## src/cpu_bus_pkg.sv

```systemverilog
package cpu_bus_pkg;

	// Operation requested by a CPU port
	typedef enum logic {
		OP_READ,
		OP_WRITE
	} bus_op_t;

	typedef struct packed {
		bus_op_t     op;
		logic [31:0] addr;	// Byte address
		logic [31:0] wdata;
		logic [3:0]  sel;	// Byte lanes
	} port_req_t;

	typedef struct packed {
		logic [31:0] rdata;
		logic        error;
	} port_rsp_t;

	// Wishbone classic, master to slave
	typedef struct packed {
		logic        cyc;
		logic        stb;
		logic        we;
		logic [29:0] adr;	// Word address
		logic [31:0] dat;
		logic [3:0]  sel;
	} wb_req_t;

	// Wishbone classic, slave to master
	typedef struct packed {
		logic        ack;
		logic        err;
		logic [31:0] dat;
	} wb_rsp_t;

	typedef enum logic [1:0] {
		ST_IDLE,
		ST_BUS,
		ST_DONE
	} arb_state_t;

	typedef enum logic {
		PORT_A,
		PORT_B
	} port_id_t;

endpackage

```

## src/mem_map_pkg.sv

```systemverilog
package mem_map_pkg;

	// Four identical banks of 32-bit words
	localparam int NUM_BANKS  = 4;
	localparam int BANK_WORDS = 256;

	// Word address layout
	//   [WORD_IDX_W-1:0]                    word inside a bank
	//   [WORD_IDX_W+BANK_IDX_W-1:WORD_IDX_W] bank index
	localparam int BANK_IDX_W = 2;
	localparam int WORD_IDX_W = 8;

	// Mapped region starts at byte 0
	localparam int MAPPED_BYTES = 4096;
	localparam int MAPPED_WORDS = MAPPED_BYTES / 4;	// First unmapped word address

endpackage

```

## src/bus_decoder.sv

```systemverilog
`timescale 1ns/100ps

module bus_decoder (
	input  logic                 i_clock,
	input  logic                 i_arst_n,

	// From the master
	input  cpu_bus_pkg::wb_req_t i_wb_req,
	output cpu_bus_pkg::wb_rsp_t o_wb_rsp,

	// To and from the banks
	output cpu_bus_pkg::wb_req_t o_bank_req [mem_map_pkg::NUM_BANKS],
	input  cpu_bus_pkg::wb_rsp_t i_bank_rsp [mem_map_pkg::NUM_BANKS]
);
	import mem_map_pkg::*;

	logic [BANK_IDX_W-1:0] bank_idx;
	logic                  mapped;
	logic                  err_q;

	assign bank_idx = i_wb_req.adr[WORD_IDX_W +: BANK_IDX_W];
	assign mapped   = (i_wb_req.adr < 30'(MAPPED_WORDS));

	// Fields go to every bank, strobes only to the selected one
	always_comb begin
		for (int i = 0; i < NUM_BANKS; i++) begin
			o_bank_req[i]     = i_wb_req;
			o_bank_req[i].cyc = i_wb_req.cyc && mapped && (bank_idx == BANK_IDX_W'(i));
			o_bank_req[i].stb = i_wb_req.stb && mapped && (bank_idx == BANK_IDX_W'(i));
		end
	end

	// Unmapped cycles are answered here, same latency as a bank
	always_ff @(posedge i_clock or negedge i_arst_n) begin
		if (!i_arst_n) begin
			err_q <= 1'b0;
		end else begin
			err_q <= i_wb_req.cyc && i_wb_req.stb && !mapped && !err_q;
		end
	end

	// Return path
	always_comb begin
		if (mapped) begin
			o_wb_rsp.ack = i_bank_rsp[bank_idx].ack;
			o_wb_rsp.dat = i_bank_rsp[bank_idx].dat;
		end else begin
			o_wb_rsp.ack = 1'b0;
			o_wb_rsp.dat = '0;	// Error reads back zero
		end
		o_wb_rsp.err = err_q;
	end

endmodule

```

## config.mk

```make
export PLATFORM = sky130hd
export DESIGN_NAME = bus_decoder
export DESIGN_NICKNAME = d
export VERILOG_FILES = /design/src/cpu_bus_pkg.sv /design/src/mem_map_pkg.sv /design/src/bus_decoder.sv
export SDC_FILE = /design/constraint.sdc
export NUM_CORES = 1
export LEC_CHECK = 0
export BUFFER_PORTS_ARGS = -buffer_cell sky130_fd_sc_hd__buf_2
export CELL_PAD_IN_SITES_DETAIL_PLACEMENT = 0
export CELL_PAD_IN_SITES_GLOBAL_PLACEMENT = 2
export CORE_AREA = 3 3 201 203
export CTS_BUF_LIST = sky130_fd_sc_hd__clkbuf_8 sky130_fd_sc_hd__clkbuf_16
export CTS_CLUSTER_SIZE = 16
export DETAILED_ROUTE_END_ITERATION = 7
export DIE_AREA = 0 0 204 206
export PLACE_DENSITY = 0.57
export RECOVER_POWER = 100
export SYNTH_ARGS = -nofsm -noshare
export SYNTH_HDL_FRONTEND = slang
export SYNTH_SLANG_ARGS = --single-unit
```

## constraint.sdc

```tcl
create_clock -name i_clock -period 1.4 [get_ports i_clock]
set_input_delay 0.07 -clock i_clock [delete_from_list [all_inputs] [get_ports i_clock]]
set_output_delay 0.07 -clock i_clock [all_outputs]
set_load 0.01 [all_outputs]
```

==> impl_metrics.toml <==
[floorplan]
start_util_pct = 8.37
die_y_um = 206
dieArea_um2 = 42000
rows = 72
fp.coreArea_um2 = 38600
ios = 517
die_w_um = 204

[grt]
grt_pass1_wl_um = 18500
antenna_found_initial = 4
track_usage_pct = 6.03
grt_overflow = 0
grt_max_degree = 30
grt_pass1_vias = 2476

[layout]
syn_to_final_growth_pct = 18.3
multi_input_area_um2 = 1310
nets = 622
n_fill_cell = 4571
fin_util_pct = 9.90
drive_gt1_share_pct = 72.6
seq_area_um2 = 25.0
top_register = "err_q"
largest_reg_flops = 1
reg.largest.list = "err_q: 1 flops"

[pwr]
ir_drop_mv = 0.0689
power_density_nw_per_um2 = 219
power.total_uw = 838
leakagePower_uw = 0.00164

[placed_design]
io_buffer_count = 287
place_hpwl_um = 12600
routabilityCongestion = 0.762

[worst_setup_path]
start_kind = "input port"
cp-end-kind = "output port"
cp_max_fo = 7
crit_arrival_ns = 1.37
crit_required_ns = 1.33
critPathKind = "in2out"

[sta]
worst_pin_slew_ns = 0.369
fin_skew_ns = 0
fin_setup_tns_ns = -0.671
fin_crit_sh_pct = 103
hold_viol_final = 0
fmax_mhz = 695
maxSlewHeadroom_pct = 75.1
fin_ws_ns = -0.0384
setup_viol = 33
maxSlewViolCount = 0
layout_min_cycle_time_ns = 1.44
rsz0062_at_grt = "yes"

[synthesis]
yosys_warnings = 0
syn_nets = 581
synth-seq-cells = 1
netlist_area_um2 = 3230
ys_seq_area_share_pct = 0.774
synth_cells = 374
yosys.cell_types.count = 17
syn_avg_cell_area_um2 = 8.65

[run]
maxCapViolCount = 0

[routing]
viasPerCell = 2.74
vias = 2556
first_pass_iters = 4
antenna_left = 0
drc = 0
drt_iter0_drc = 75
routedWlPerCell_um = 15.7
totalWireLength_um = 14700

[status]
status = "finished with violations"
violations = "setup timing"

[clock_network]
worst_skew_pair.late_latency_ns = 0
post-cts-setup-buffers = 0

[worst_hold_path]
hp-class = "in2out"
[worst max-delay path, stage by stage]
cell and delay [ns]:
buf_8 0.10, nor4_4 0.27, buf_4 0.16, and3_4 0.30, buf_12 0.16, and3_4 0.19, buf_6 0.10
[through the flow]
step | worst slack (ns) | instances | area (um2) | hold slack [ns]
after global placement | -0.309 | 928 | 3520 | -0.152
after floorplan | 0.237 | 374 | 3230 | -0.226
final | -0.0384 | 932 | 3830 | 0.140
after detailed placement | -0.344 | 928 | 3520 | -0.150
after global routing | -0.127 | 931 | 3820 | 0.140
after CTS | -0.113 | 931 | 3840 | 0.140
[final timing paths]
kind	startpoint	slack (ns)	depth (start not counted)	end
worst max register to register	err_q	0.75	1	err_q
worst min-delay path	i_wb_req[23]	0.14	0	o_bank_req[23]
worst max-delay path	i_wb_req[46]	-0.04	7	o_wb_rsp[22]
max in group asynchronous	i_arst_n	0.91	2	err_q
min in group asynchronous	i_arst_n	0.40	2	err_q
worst min register to register	err_q	0.43	1	err_q
[cell type report]
cell class / count / share of cell area [%]
inverter: 1 / 0.0981
sequential: 1 / 0.654
timing repair buffer: 322 / 48.1
antenna: 1 / 0.0654
tap: 518 / 16.9
multi-input combinational: 89 / 34.2
[placed cells by master (no fill, tap or decap)]
master	instances
and2_2	1
buf_8	1
and3_1	18
nand3_2	1
nor4_2	5
buf_16	2
nand2b_1	2
buf_12	7
clkbuf_1	85
buf_4	25
mux4_2	33
nand2_2	1
nand2_1	3
dlygate4sd3_1	1
diode_2	1
and3_4	16
nor4_4	7
nor4_1	1
inv_1	1
buf_2	184
a211oi_1	1
dfrtp_1	1
buf_6	17
[metal layers]
metal  up-vias  track usage, %  share of wire (%)
li1       1084               -                  -
met1      1191            6.69                 36
met2       232            11.2                 51
met3        47            1.95                 11
met4         2            1.40                2.5
met5         -               0              0.089
[cells in the mapped netlist]
cell / number / area share (%)
buf_12: 2 / 1.2
dfrtp_1: 1 / 0.77
nor4_1: 13 / 2.5
buf_6: 1 / 0.35
nand2b_1: 2 / 0.39
a211oi_1: 1 / 0.23
and3_1: 33 / 6.4
and3_2: 1 / 0.23
buf_4: 269 / 62
buf_2: 6 / 0.93
nand3_1: 1 / 0.15
clkbuf_1: 4 / 0.46
inv_1: 1 / 0.12
mux4_2: 33 / 23
nand2_1: 4 / 0.46
and2_2: 1 / 0.23
buf_1: 1 / 0.12
[cell families (layout without fill, tap and decap cells)]
logic type	after synthesis	count (layout)	share of synthesized area (%)
buffers and inverters	284	323	65.6
AND/OR/NAND/NOR	55	55	10.4
multiplexers	33	33	23.0
AO/OA/AOI/OAI	1	1	0.232
flip-flops	1	1	0.774
other	0	1	0
[where the power goes]
part	total, uW	internal (uW)	leakage (uW)	switching (uW)
Combinational	807	431	0.00163	376
Sequential	31.8	31.0	0.0000131	0.802
Clock	0.0000968	0.0000968	0.00000000634	0
[repair_timing]
item,CTS,global route
pin swaps,1,3
gates cloned,2,0
hold buffers,1,0
setup endpoints to repair,41,41
resized for setup,53,17
hold endpoints to repair,1,0
(Power assumes the default switching activity.)
