<file path="src/cpu_bus_pkg.sv">
package cpu_bus_pkg;

	// Operation requested by a CPU port
	typedef enum logic {
		OP_READ,
		OP_WRITE
	} bus_op_t;

	typedef struct packed {
		bus_op_t     op;
		logic [31:0] addr;	// Byte address
		logic [31:0] wdata;
		logic [3:0]  sel;	// Byte lanes
	} port_req_t;

	typedef struct packed {
		logic [31:0] rdata;
		logic        error;
	} port_rsp_t;

	// Wishbone classic, master to slave
	typedef struct packed {
		logic        cyc;
		logic        stb;
		logic        we;
		logic [29:0] adr;	// Word address
		logic [31:0] dat;
		logic [3:0]  sel;
	} wb_req_t;

	// Wishbone classic, slave to master
	typedef struct packed {
		logic        ack;
		logic        err;
		logic [31:0] dat;
	} wb_rsp_t;

	typedef enum logic [1:0] {
		ST_IDLE,
		ST_BUS,
		ST_DONE
	} arb_state_t;

	typedef enum logic {
		PORT_A,
		PORT_B
	} port_id_t;

endpackage

</file>
<file path="src/cpu_bus_access.sv">
`timescale 1ns/100ps

module cpu_bus_access (
	input  logic                   i_clock,
	input  logic                   i_arst_n,

	// Port A, instruction fetch
	input  logic                   i_pa_request,
	input  cpu_bus_pkg::port_req_t i_pa_req,
	output logic                   o_pa_ready,
	output cpu_bus_pkg::port_rsp_t o_pa_rsp,

	// Port B, data load and store
	input  logic                   i_pb_request,
	input  cpu_bus_pkg::port_req_t i_pb_req,
	output logic                   o_pb_ready,
	output cpu_bus_pkg::port_rsp_t o_pb_rsp,

	// Shared Wishbone master
	output cpu_bus_pkg::wb_req_t   o_wb_req,
	input  cpu_bus_pkg::wb_rsp_t   i_wb_rsp
);
	import cpu_bus_pkg::*;

	arb_state_t  state;
	port_id_t    owner;			// Port that owns the bus cycle
	port_id_t    grant_id;
	port_req_t   grant_req;
	logic        any_request;
	logic        grant;
	logic        bus_done;
	port_rsp_t   bus_rsp;
	port_rsp_t   pa_rsp_q;
	port_rsp_t   pb_rsp_q;

	logic        wb_cyc;
	logic        wb_stb;
	logic        wb_we;
	logic [29:0] wb_adr;
	logic [31:0] wb_dat;
	logic [3:0]  wb_sel;

	// Fixed priority, A beats B
	always_comb begin
		any_request = i_pa_request | i_pb_request;
		if (i_pa_request) begin
			grant_id  = PORT_A;
			grant_req = i_pa_req;
		end else begin
			grant_id  = PORT_B;
			grant_req = i_pb_req;
		end
	end

	assign grant    = (state == ST_IDLE) && any_request;
	assign bus_done = (state == ST_BUS) && (i_wb_rsp.ack || i_wb_rsp.err);
	assign bus_rsp  = '{rdata: i_wb_rsp.dat, error: i_wb_rsp.err};

	always_ff @(posedge i_clock or negedge i_arst_n) begin
		if (!i_arst_n) begin
			state  <= ST_IDLE;
			owner  <= PORT_A;
			wb_cyc <= 1'b0;
			wb_stb <= 1'b0;
		end else begin
			case (state)
				ST_IDLE: begin
					if (grant) begin
						state  <= ST_BUS;
						owner  <= grant_id;
						wb_cyc <= 1'b1;	// Start classic cycle
						wb_stb <= 1'b1;
					end
				end
				ST_BUS: begin
					// Held until the slave answers
					if (bus_done) begin
						state  <= ST_DONE;
						wb_cyc <= 1'b0;
						wb_stb <= 1'b0;
					end
				end
				ST_DONE: state <= ST_IDLE;	// Ready pulse cycle
				default: state <= ST_IDLE;
			endcase
		end
	end

	// Request fields and responses
	always_ff @(posedge i_clock) begin
		if (grant) begin
			wb_we  <= (grant_req.op == OP_WRITE);
			wb_adr <= grant_req.addr[31:2];	// Drop byte offset
			wb_dat <= grant_req.wdata;
			wb_sel <= grant_req.sel;
		end
		if (bus_done) begin
			if (owner == PORT_A) begin
				pa_rsp_q <= bus_rsp;
			end else begin
				pb_rsp_q <= bus_rsp;
			end
		end
	end

	assign o_wb_req = '{
		cyc: wb_cyc,
		stb: wb_stb,
		we:  wb_we,
		adr: wb_adr,
		dat: wb_dat,
		sel: wb_sel
	};

	// One cycle of ready for the owning port only
	assign o_pa_ready = (state == ST_DONE) && (owner == PORT_A);
	assign o_pb_ready = (state == ST_DONE) && (owner == PORT_B);
	assign o_pa_rsp   = pa_rsp_q;
	assign o_pb_rsp   = pb_rsp_q;

endmodule

</file>
<file path="config.mk">
export PLATFORM = sky130hd
export DESIGN_NAME = cpu_bus_access
export DESIGN_NICKNAME = d
export VERILOG_FILES = /design/src/cpu_bus_pkg.sv /design/src/cpu_bus_access.sv
export SDC_FILE = /design/constraint.sdc
export NUM_CORES = 1
export LEC_CHECK = 0
export ABC_AREA = 1
export ABC_CLOCK_PERIOD_IN_PS = 2630
export BUFFER_PORTS_ARGS = -buffer_cell sky130_fd_sc_hd__buf_2
export CORE_ASPECT_RATIO = 1.1
export CORE_MARGIN = 8
export CORE_UTILIZATION = 39
export CTS_BUF_LIST = sky130_fd_sc_hd__clkbuf_16
export CTS_CLUSTER_SIZE = 40
export DETAILED_ROUTE_END_ITERATION = 6
export PLACE_DENSITY = 0.75
export RECOVER_POWER = 25
export SLEW_MARGIN = 20
export SYNTH_ARGS = -nofsm -noshare
export SYNTH_HDL_FRONTEND = slang
export SYNTH_SLANG_ARGS = --single-unit
</file>
<file path="constraint.sdc">
create_clock -name i_clock -period 2.63 [get_ports i_clock]
set_clock_uncertainty 0.2 [all_clocks]
set_input_delay 0.263 -clock i_clock [delete_from_list [all_inputs] [get_ports i_clock]]
set_output_delay 0.263 -clock i_clock [all_outputs]
set_load 0.05 [all_outputs]
</file>
==> impl_results.md, run 1 <==
- # clock sinks: 137
- Die height: 136 µm
- Setup-failing EPs final: 0
- Worst path slowest cell: dlygate4sd3_1
- Worst setup margin: 0.701 ns
- Max Freq: 0.518 GHz
- Port Buffer Count: 308
- CP Class: input pin to flop
- Iter 0 DRT Violations: 283
- Worst-Margin Slew: 0.669 ns
- Die width: 125 µm
- Root buffer cell: clkbuf_16
- Final nets: 1042
- First-pass GRT wire length: 29600 µm
- Post-Route Setup TNS: 0 ns
- Core area: 0.0127 mm²
- Seq/Total Area, Yosys: 80.5%
- CTS buffer count: 17
- Detailed Routing Iterations Pass 1: 5
- Yosys reg bits: 137
- Crit path cell chain: dlygate4sd3_1, clkbuf_1, inv_1, nand2_1, nand2_1, nor2_1, buf_4
- Count of different cell masters after synthesis: 13
- Critical path's largest stage delay: 0.54 ns
- CP startpoint: i_wb_rsp[32]
- Relative slew slack: 55.4%
- DIE AREA: 0.0170 mm²
- Postcts setup bufs: 0
- Commonest non-fill, non-tap cell in the layout: buf_2
- I/O pins: 313
- Met2 routed WL: 9870 µm
- Final period utilization: 73.3%
- Setup repair after global routing missed its margin: false
- Share of layout cells above drive strength 1: 32.5%
- DP Area: 0.00675 mm²
- CP Capture Type: flop
- Remaining antenna violation count: 0
- Crit path top cell by count: nand2_1
- Max Transition Viols Final: 0
- Post-route design area: 0.00899 mm²
- Largest net degree at the start of global routing: 69
- Wirelength per Cell: 18.9 µm
- Setup WS pre-CTS: 0.866 ns
- Max Used Layer: met5
- Wire length on met1: 6860 µm
- Initial antenna violation count: 2
- CP max FO: 32
- P&R area growth vs syn: 76.9%
- CP Data Required Time: 2.48 ns
- CP startpoint kind: input pin
- Final wirelength: 19500 µm
- GRT Util Overall: 22.6%
- Mean Syn Cell Area: 13.3 µm²
- GPL Wtd Cong: 0.758
- TritonCTS clock tree: done
- Crit path DAT: 1.78 ns
- Number of hold violations in the final report: 0
- Pwr/cell area: 1010 mW/mm²
- Routed wl met3: 2180 µm
- H-Tree Depth: 4
- Initial core utilization: 40.1%
- Critical R2R Launch: state[0]
- Commonest non-fill, non-tap cells in the layout: buf_2 (247), nand2_1 (210), dlygate4sd3_1 (170)
- Synthesized instance count: 382
- Via/cell ratio: 4.77
- Worst skew pair latency: 0.40 ns
- Final HPWL DP: 11600 µm
- Final cell count without fillers: 1036
- Vias in the first global route: 5540
- Outcome: finished clean
- Maxcap violations: 0
- Fill cell count: 818
- Clk pin slew, worst setup/hold paths: 0.06 ns
- Peak supply drop: 0.000508 V
- Row count: 43
- Synth warn: 0
- Clock buffer depth: 2
- Placed cell count: 834
- Vias: 4946
- GRT Residual Overflow: 0
- Synth Cell Area: 0.00509 mm²
- Worst hold path class: input pin to asynchronous set/reset pin
- DRC violations left: 0
- Leakage: 4.09 nW
- Fin crit period: 1.93 ns
- Mapped Nets: 558
state kept, by name, indices dropped and copies added (netlist names):
name	cells
o_pb_rsp	33
wb_adr	30
wb_dat	32
o_pa_rsp	33
state	2
wb_stb	1
wb_we	1
owner	1
wb_sel	4
final cells by class:
type / instances / area, µm² / area share (%)
Clock buffer: 17 / 425 / 4.73
Multi-Input combinational cell: 218 / 826 / 9.18
Clock inverter: 14 / 198 / 2.20
Inverter: 9 / 36.3 / 0.403
Tap cell: 157 / 196 / 2.18
Timing Repair Buffer: 483 / 3220 / 35.8
Antenna cell: 1 / 2.50 / 0.0278
Sequential cell: 137 / 4090 / 45.5
worst max-delay path: cells and delay by family:
kind,cells,cell delay [ns]
buffers and inverters,4,1.16
AND/OR/NAND/NOR,3,0.34
what timing repair did:
action                                  in CTS  in global routing
gates resized for setup                      0                  0
hold endpoints to repair                   140                  0
endpoints found under the setup margin       0                  0
hold buffers                               170                  0
synth_stat cells:
cell	n	area, µm²
nand2_1	209	785
edfxtp_1	133	3990
buf_2	8	40.0
inv_1	8	30.0
buf_4	6	45.0
buf_6	4	45.0
dfrtp_1	4	100
nor2_1	4	15.0
nor3_1	2	10.0
inv_4	1	6.26
nand2_2	1	6.26
nand3_1	1	5.00
o21ai_0	1	5.00
final timing paths:
path / endpoint / slack (ns) / cells past startpoint
min in group i_clock: wb_stb / 0.06 / 5
min: wb_stb / 0.05 / 2
max in group asynchronous: owner / 1.98 / 2
max: o_pb_rsp[1] / 0.70 / 7
min reg2reg: wb_stb / 0.30 / 2
max reg2reg: o_pb_rsp[1] / 0.83 / 5
cells by family (layout without fill, tap and decap cells):
kind of cell	after synthesis	count (layout)	synth area share, %
simple gates	217	217	16.1
flops	137	137	80.5
buf+inv	27	523	3.27
compound gates	1	1	0.0983
other cells	0	1	0
layer usage:
layer / up-vias / track usage [%]
li1: 2239 / -
met1: 2305 / 22.5
met2: 345 / 40.4
met3: 55 / 9.69
met4: 2 / 10.3
met5: - / 0
stage by stage:
stage | util [%] | hold WS, ns | power [mW]
final | 70.8 | 0.0537 | 9.05
after global routing | 70.8 | 0.0539 | 9.36
after CTS | 71.5 | 0.00586 | 9.10
after detailed placement | 53.2 | -0.127 | 6.38
after global placement | 53.2 | -0.128 | 6.33
after floorplan | - | -0.233 | 5.56
power breakdown:
part | total [mW] | internal, mW | leakage, nW | switching [mW]
registers | 3.30 | 3.12 | 1.30 | 0.175
clock network | 2.48 | 1.59 | 0.305 | 0.888
logic | 3.28 | 0.685 | 2.48 | 2.60
Note: power is estimated with default switching activity, not from simulation.
==> run 2: changes to the inputs <==
--- a/config.mk
+++ b/config.mk
@@ -6,15 +6,15 @@
 export NUM_CORES = 1
 export LEC_CHECK = 0
 export ABC_AREA = 1
-export ABC_CLOCK_PERIOD_IN_PS = 2630
+export ABC_CLOCK_PERIOD_IN_PS = 1900
 export BUFFER_PORTS_ARGS = -buffer_cell sky130_fd_sc_hd__buf_2
 export CORE_ASPECT_RATIO = 1.1
 export CORE_MARGIN = 8
-export CORE_UTILIZATION = 39
+export CORE_UTILIZATION = 43
 export CTS_BUF_LIST = sky130_fd_sc_hd__clkbuf_16
 export CTS_CLUSTER_SIZE = 40
 export DETAILED_ROUTE_END_ITERATION = 6
-export PLACE_DENSITY = 0.75
+export PLACE_DENSITY = 0.78
 export RECOVER_POWER = 25
 export SLEW_MARGIN = 20
 export SYNTH_ARGS = -nofsm -noshare
==> constraint.sdc (replaced) <==
create_clock -name i_clock -period 1.9 [get_ports i_clock]
set_clock_uncertainty 0.2 [all_clocks]
set_input_delay 0.19 -clock i_clock [delete_from_list [all_inputs] [get_ports i_clock]]
set_output_delay 0.19 -clock i_clock [all_outputs]
set_load 0.05 [all_outputs]
==> impl_results.md, run 2 <==
- I/O pins: 313
- # clock sinks: 137
- Post-cts sizing count: 1
- Largest cells by area after synthesis: edfxtp_1 (79%), nand2_1 (15%), dfrtp_1 (2.0%), buf_4 (0.89%), buf_6 (0.89%)
- Yosys top cell area share: 78.5%
- Clock buffer depth: 2
- Mapped Nets: 558
- Initial core utilization: 44.3%
- Synth Cell Area: 0.00509 mm²
- Mean Syn Cell Area: 13.3 µm²
- Die width: 120 µm
- Placed cell count: 828
- GPL Wtd Cong: 0.847
- Row count: 41
- Die height: 130 µm
- Exit stage: clock tree synthesis
- Root buffer cell: clkbuf_16
- CTS buffer count: 17
- Tool error: [ERROR RSZ-0060] Max buffer count reached.
- Count of different cell masters after synthesis: 13
- Final HPWL DP: 12000 µm
- Port Buffer Count: 308
- Ys flop type: edfxtp_1
- Most frequent cell after synthesis: nand2_1
- Most common library cells after synthesis: nand2_1 (209), edfxtp_1 (133), buf_2 (8), inv_1 (8), buf_4 (6)
- Synthesized instance count: 382
- Ys async rst share: 2.92%
- Seq/Total Area, Yosys: 80.5%
- Yosys reg bits: 137
- Synth warn: 0
- Number of enable flip-flop cells after synthesis: 133
- Outcome: aborted with a tool error
- Cell taking the most area after synthesis: edfxtp_1
- H-Tree Depth: 4
- Postcts setup bufs: 0
- Post-CTS Hold Buffers: 173
## run 2: through the flow
stage	worst slack [ns]	instance area, µm²	util [%]
floorplan	-0.243	5120	-
global placement	0.247	6800	59.2
detailed placement	0.198	6800	59.2
## run 2: logic make-up after synthesis
| logic type | count (synthesis) | synth area share, % |
|---|---|---|
| simple gates | 217 | 16.1 |
| flops | 137 | 80.5 |
| buf+inv | 27 | 3.27 |
| compound gates | 1 | 0.0983 |
==> run 3: changes to the inputs <==
--- a/config.mk
+++ b/config.mk
@@ -8,13 +8,10 @@
 export ABC_AREA = 1
 export ABC_CLOCK_PERIOD_IN_PS = 1900
 export BUFFER_PORTS_ARGS = -buffer_cell sky130_fd_sc_hd__buf_2
-export CORE_ASPECT_RATIO = 1.1
 export CORE_MARGIN = 8
-export CORE_UTILIZATION = 43
-export CTS_BUF_LIST = sky130_fd_sc_hd__clkbuf_16
-export CTS_CLUSTER_SIZE = 40
+export CORE_UTILIZATION = 35
 export DETAILED_ROUTE_END_ITERATION = 6
-export PLACE_DENSITY = 0.78
+export PLACE_DENSITY_LB_ADDON = 0.15
 export RECOVER_POWER = 25
 export SLEW_MARGIN = 20
 export SYNTH_ARGS = -nofsm -noshare
==> impl_results.md, run 3 (synthesis gave the netlist of run 1 again) <==
- Vias in the first global route: 4880
- Placed cell count: 863
- Relative slew slack: 57.1%
- FF-to-FF setup slack: 0.22 ns
- Worst skew pair latency: 0.41 ns
- Final nets: 1047
- Pwr/cell area: 1350 mW/mm²
- Maxcap violations: 0
- CP Data Required Time: 1.51 ns
- CP Capture Type: output port
- CP startpoint: owner
- Area of the multi-input gates: 853 µm²
- CP startpoint kind: flop
- Tot Pwr: 12.3 mW
- GRT Util Overall: 17.5%
- Final HPWL DP: 11500 µm
- Clock buffer depth: 2
- Number of hold violations in the final report: 0
- DIE AREA: 0.0186 mm²
- DP Area: 0.00687 mm²
- Iter 0 DRT Violations: 188
- Initial antenna violation count: 0
- TritonCTS clock tree: done
- Critical R2R Launch: state[0]
- Setup-failing EPs final: 0
- Pint: 7.29 mW
- Reg-to-Reg End: state[0]
- Via/cell ratio: 4.35
- Final cell count without fillers: 1068
- ANT cells: 0
- GRT Residual Overflow: 0
- Initial core utilization: 35.4%
- Fin crit period: 1.78 ns
- Final wirelength: 16400 µm
- P&R area growth vs syn: 79.1%
- Wirelength per Cell: 15.4 µm
- Clk pin slew, worst setup/hold paths: 0.06 ns
- Max Freq: 0.563 GHz
- Commonest non-fill, non-tap cells in the layout: buf_2 (248), nand2_1 (208), dlygate4sd3_1 (173)
- Worst-Margin Slew: 0.646 ns
- I/O pins: 313
- DRC violations left: 0
- Max Transition Viols Final: 0
- Remaining antenna violation count: 0
- Row count: 44
- First-pass GRT wire length: 24600 µm
- H-Tree Depth: 4
- Setup repair after global routing missed its margin: false
- Final period utilization: 93.5%
- Crit path DAT: 1.39 ns
- Final Util: 63.4%
- CP max FO: 4
- Worst hold path class: input pin to flop
- Detailed Routing Iterations Pass 1: 4
- Logic gate share of total power: 37.7%
- Vias: 4650
- Fill cell count: 1120
- Clock power share: 25.6%
- Post-route design area: 0.00911 mm²
- Largest net degree at the start of global routing: 68
- GPL Wtd Cong: 0.762
- Outcome: finished clean
- Worst setup margin: 0.123 ns
- Net Sw Frac: 40.7%
- Core area: 0.0144 mm²
- Die width: 137 µm
- Peak supply drop: 0.000527 V
- CP Class: flop to output port
- CP endpoint: o_pb_ready
- Commonest non-fill, non-tap cell in the layout: buf_2
- Die height: 137 µm
- Sequential power share: 36.7%
- Worst hold slack: 0.165 ns
- Port Buffer Count: 308
- # clock sinks: 137
- Post-Route Setup TNS: 0 ns
- Setup WS pre-CTS: 0.265 ns
- Reg2Reg Depth: 4
- Leakage: 4.11 nW
- NetSw: 5.01 mW
- CTS buffer count: 17
- Register Area: 0.00409 mm²
- Share of layout cells above drive strength 1: 32.9%
- Root buffer cell: clkbuf_16
-- run 3: area by class of cell --
type	instances	area share, %
multi-input combinational	218	9.37
timing repair buffer	488	36.4
tap	184	2.53
clock buffer	17	4.67
clock inverter	15	1.63
inverter	9	0.440
sequential	137	44.9
-- run 3: how the worst min path moves through the flow --
stage                 start        to  slack [ns]  cells past startpoint
6_report       i_pa_request     owner        0.16                      5
2_1_floorplan      i_arst_n     owner       -0.31                      0
4_1_cts        i_pa_request     owner        0.15                      5
3_5_place_dp       i_arst_n  state[1]       -0.20                      1
3_3_place_gp       i_arst_n  state[0]       -0.20                      1
5_1_grt        i_pa_request     owner        0.18                      5
-- run 3: worst max-delay path: stages, from the launching register on --
cell,delay (ns)
dfrtp_1,0.43
inv_1,0.11
nor3_1,0.18
buf_4,0.25
-- run 3: what timing repair did --
action | CTS | global route
setup buffers | 0 | 0
gates resized for setup | 0 | 2
endpoints found under the setup margin | 0 | 1
endpoints found under the hold margin | 140 | 0
hold buffers | 173 | 0
-- run 3: per-layer routing --
metal	GRT usage [%]	wire length [µm]	up-vias
li1	-	-	2258
met1	17.3	5570	2110
met2	29.5	8100	252
met3	9.43	2350	30
met4	8.24	421	0
met5	0	0	-
-- run 3: power groups by stage --
stage,registers [mW],clock network (mW),logic (mW)
after floorplan,6.98,0,0.740
after global placement,4.55,0,4.38
after detailed placement,4.57,0,4.38
after CTS,4.52,3.25,4.72
after global routing,4.60,3.39,4.85
final,4.52,3.15,4.63
==> run 4: changes to the inputs <==
--- a/config.mk
+++ b/config.mk
@@ -6,7 +6,7 @@
 export NUM_CORES = 1
 export LEC_CHECK = 0
 export ABC_AREA = 1
-export ABC_CLOCK_PERIOD_IN_PS = 1900
+export ABC_CLOCK_PERIOD_IN_PS = 1950
 export BUFFER_PORTS_ARGS = -buffer_cell sky130_fd_sc_hd__buf_2
 export CORE_MARGIN = 8
 export CORE_UTILIZATION = 35
==> constraint.sdc (replaced) <==
create_clock -name i_clock -period 1.95 [get_ports i_clock]
set_clock_uncertainty 0.2 [all_clocks]
set_input_delay 0.195 -clock i_clock [delete_from_list [all_inputs] [get_ports i_clock]]
set_output_delay 0.195 -clock i_clock [all_outputs]
set_load 0.05 [all_outputs]
==> impl_results.md, run 4 (synthesis gave the netlist of run 1 again) <==
- Worst path slowest cell: dfrtp_1
- CP startpoint kind: flop
- P&R area growth vs syn: 79.6%
- Root buffer cell: clkbuf_16
- Crit path cell chain: inv_1, nor3_1, buf_2
- CP Data Required Time: 1.55 ns
- Final nets: 1047
- Commonest non-fill, non-tap cell in the layout: buf_2
- Die height: 137 µm
- Met2 routed WL: 8070 µm
- # clock sinks: 137
- Max Used Layer: met5
- CP Class: flop to output port
- First-pass GRT wire length: 24900 µm
- I/O pins: 313
- Largest net degree at the start of global routing: 58
- Share of layout cells above drive strength 1: 33.4%
- Postcts setup bufs: 0
- Row count: 44
- Worst skew pair latency: 0.41 ns
- Peak supply drop: 0.000578 V
- Number of hold violations in the final report: 0
- DIE AREA: 0.0186 mm²
- Detailed Routing Iterations Pass 1: 6
- Worst hold path class: input pin to flop
- Leakage: 4.12 nW
- FF-to-FF setup slack: 0.31 ns
- Initial core utilization: 35.4%
- GPL Wtd Cong: 0.779
- Fin crit period: 1.80 ns
- Critical R2R Launch: state[0]
- Top delay family on crit path: flip-flops
- CP Depth: 3
- CP Capture Type: output port
- TritonCTS clock tree: done
- Routed wl met3: 2230 µm
- Crit path DAT: 1.40 ns
- Worst path bufs/invs: 2
- CP max FO: 4
- Vias in the first global route: 4955
- Commonest non-fill, non-tap cells in the layout: buf_2 (250), nand2_1 (208), dlygate4sd3_1 (172)
- Tot Pwr: 12.1 mW
- Relative slew slack: 56.0%
- Pwr/cell area: 1330 mW/mm²
- CP endpoint: o_pb_ready
- Final Util: 63.6%
- Worst-Margin Slew: 0.663 ns
- Final period utilization: 92.1%
- Critical path's largest stage delay: 0.43 ns
- Port Buffer Count: 308
- Iter 0 DRT Violations: 198
- Vias: 4634
- Reg2Reg Depth: 4
- Maxcap violations: 0
- Clk pin slew, worst setup/hold paths: 0.06 ns
- H-Tree Depth: 4
- Clock buffer depth: 2
- Final wirelength: 16400 µm
- Setup-failing EPs final: 0
- Wirelength per Cell: 15.4 µm
- Final HPWL DP: 11800 µm
- Core area: 0.0144 mm²
- GRT Residual Overflow: 0
- Via/cell ratio: 4.33
- CP startpoint: owner
- Remaining antenna violation count: 0
- Outcome: finished clean
- GRT Util Overall: 17.5%
- Reg-to-Reg End: wb_sel[1]
- Wire length on met1: 5760 µm
- Max Transition Viols Final: 0
- Die width: 137 µm
- CTS buffer count: 17
- Initial antenna violation count: 1
- Setup repair after global routing missed its margin: false
- Max Freq: 0.557 GHz
- DRC violations left: 0
- Post-cts sizing count: 0
run 4: worst min-delay path by stage:
stage               endpoint  slack [ns]          from  cells after the start
floorplan              owner       -0.30      i_arst_n                      0
global placement    state[0]       -0.20      i_arst_n                      1
detailed placement  state[0]       -0.19      i_arst_n                      1
CTS                    owner        0.17  i_pa_request                      5
global route           owner        0.19  i_pa_request                      5
finish                 owner        0.19  i_pa_request                      5
run 4: routing by layer:
layer / up-vias / track usage, %
met5: - / 0
met4: 2 / 7.14
met3: 34 / 9.73
met2: 245 / 29.3
met1: 2095 / 17.6
li1: 2258 / -
run 4: timing repair:
action	4_1_cts	5_1_grt
setup endpoints to repair	0	0
endpoints found under the hold margin	140	0
hold buffers	172	0
run 4: power by group:
part	total, mW	internal [mW]	leakage, nW	switching, mW
combinational	4.50	1.02	2.53	3.48
sequential	4.41	4.20	1.30	0.206
clock	3.20	2.02	0.287	1.18
total	12.1	7.24	4.12	4.87
run 4: through the flow:
step / instance area (µm²) / instances / setup WS [ns] / hold slack (ns) / TNS [ns]
floorplan: 5120 / 382 / -0.198 / -0.301 / -13.25
global placement: 6880 / 864 / 0.335 / -0.196 / 0
detailed placement: 6880 / 864 / 0.316 / -0.194 / 0
CTS: 9200 / 1068 / 0.127 / 0.172 / 0
global route: 9130 / 1068 / 0.0434 / 0.195 / 0
finish: 9130 / 1069 / 0.153 / 0.188 / 0
run 4: area by class of cell:
type | count | area [µm²]
inverter | 9 | 40.0
sequential | 137 | 4090
timing repair buffer | 488 | 3310
clock inverter | 14 | 171
multi-input combinational | 218 | 853
tap | 184 | 230
antenna | 1 | 2.50
clock buffer | 18 | 429
fill | 1136 | 5240
run 4: worst min-delay path: stages:
cell	delay, ns
buf_2	0.15
inv_4	0.04
buf_4	0.21
nand3_1	0.10
nand2_1	0.05
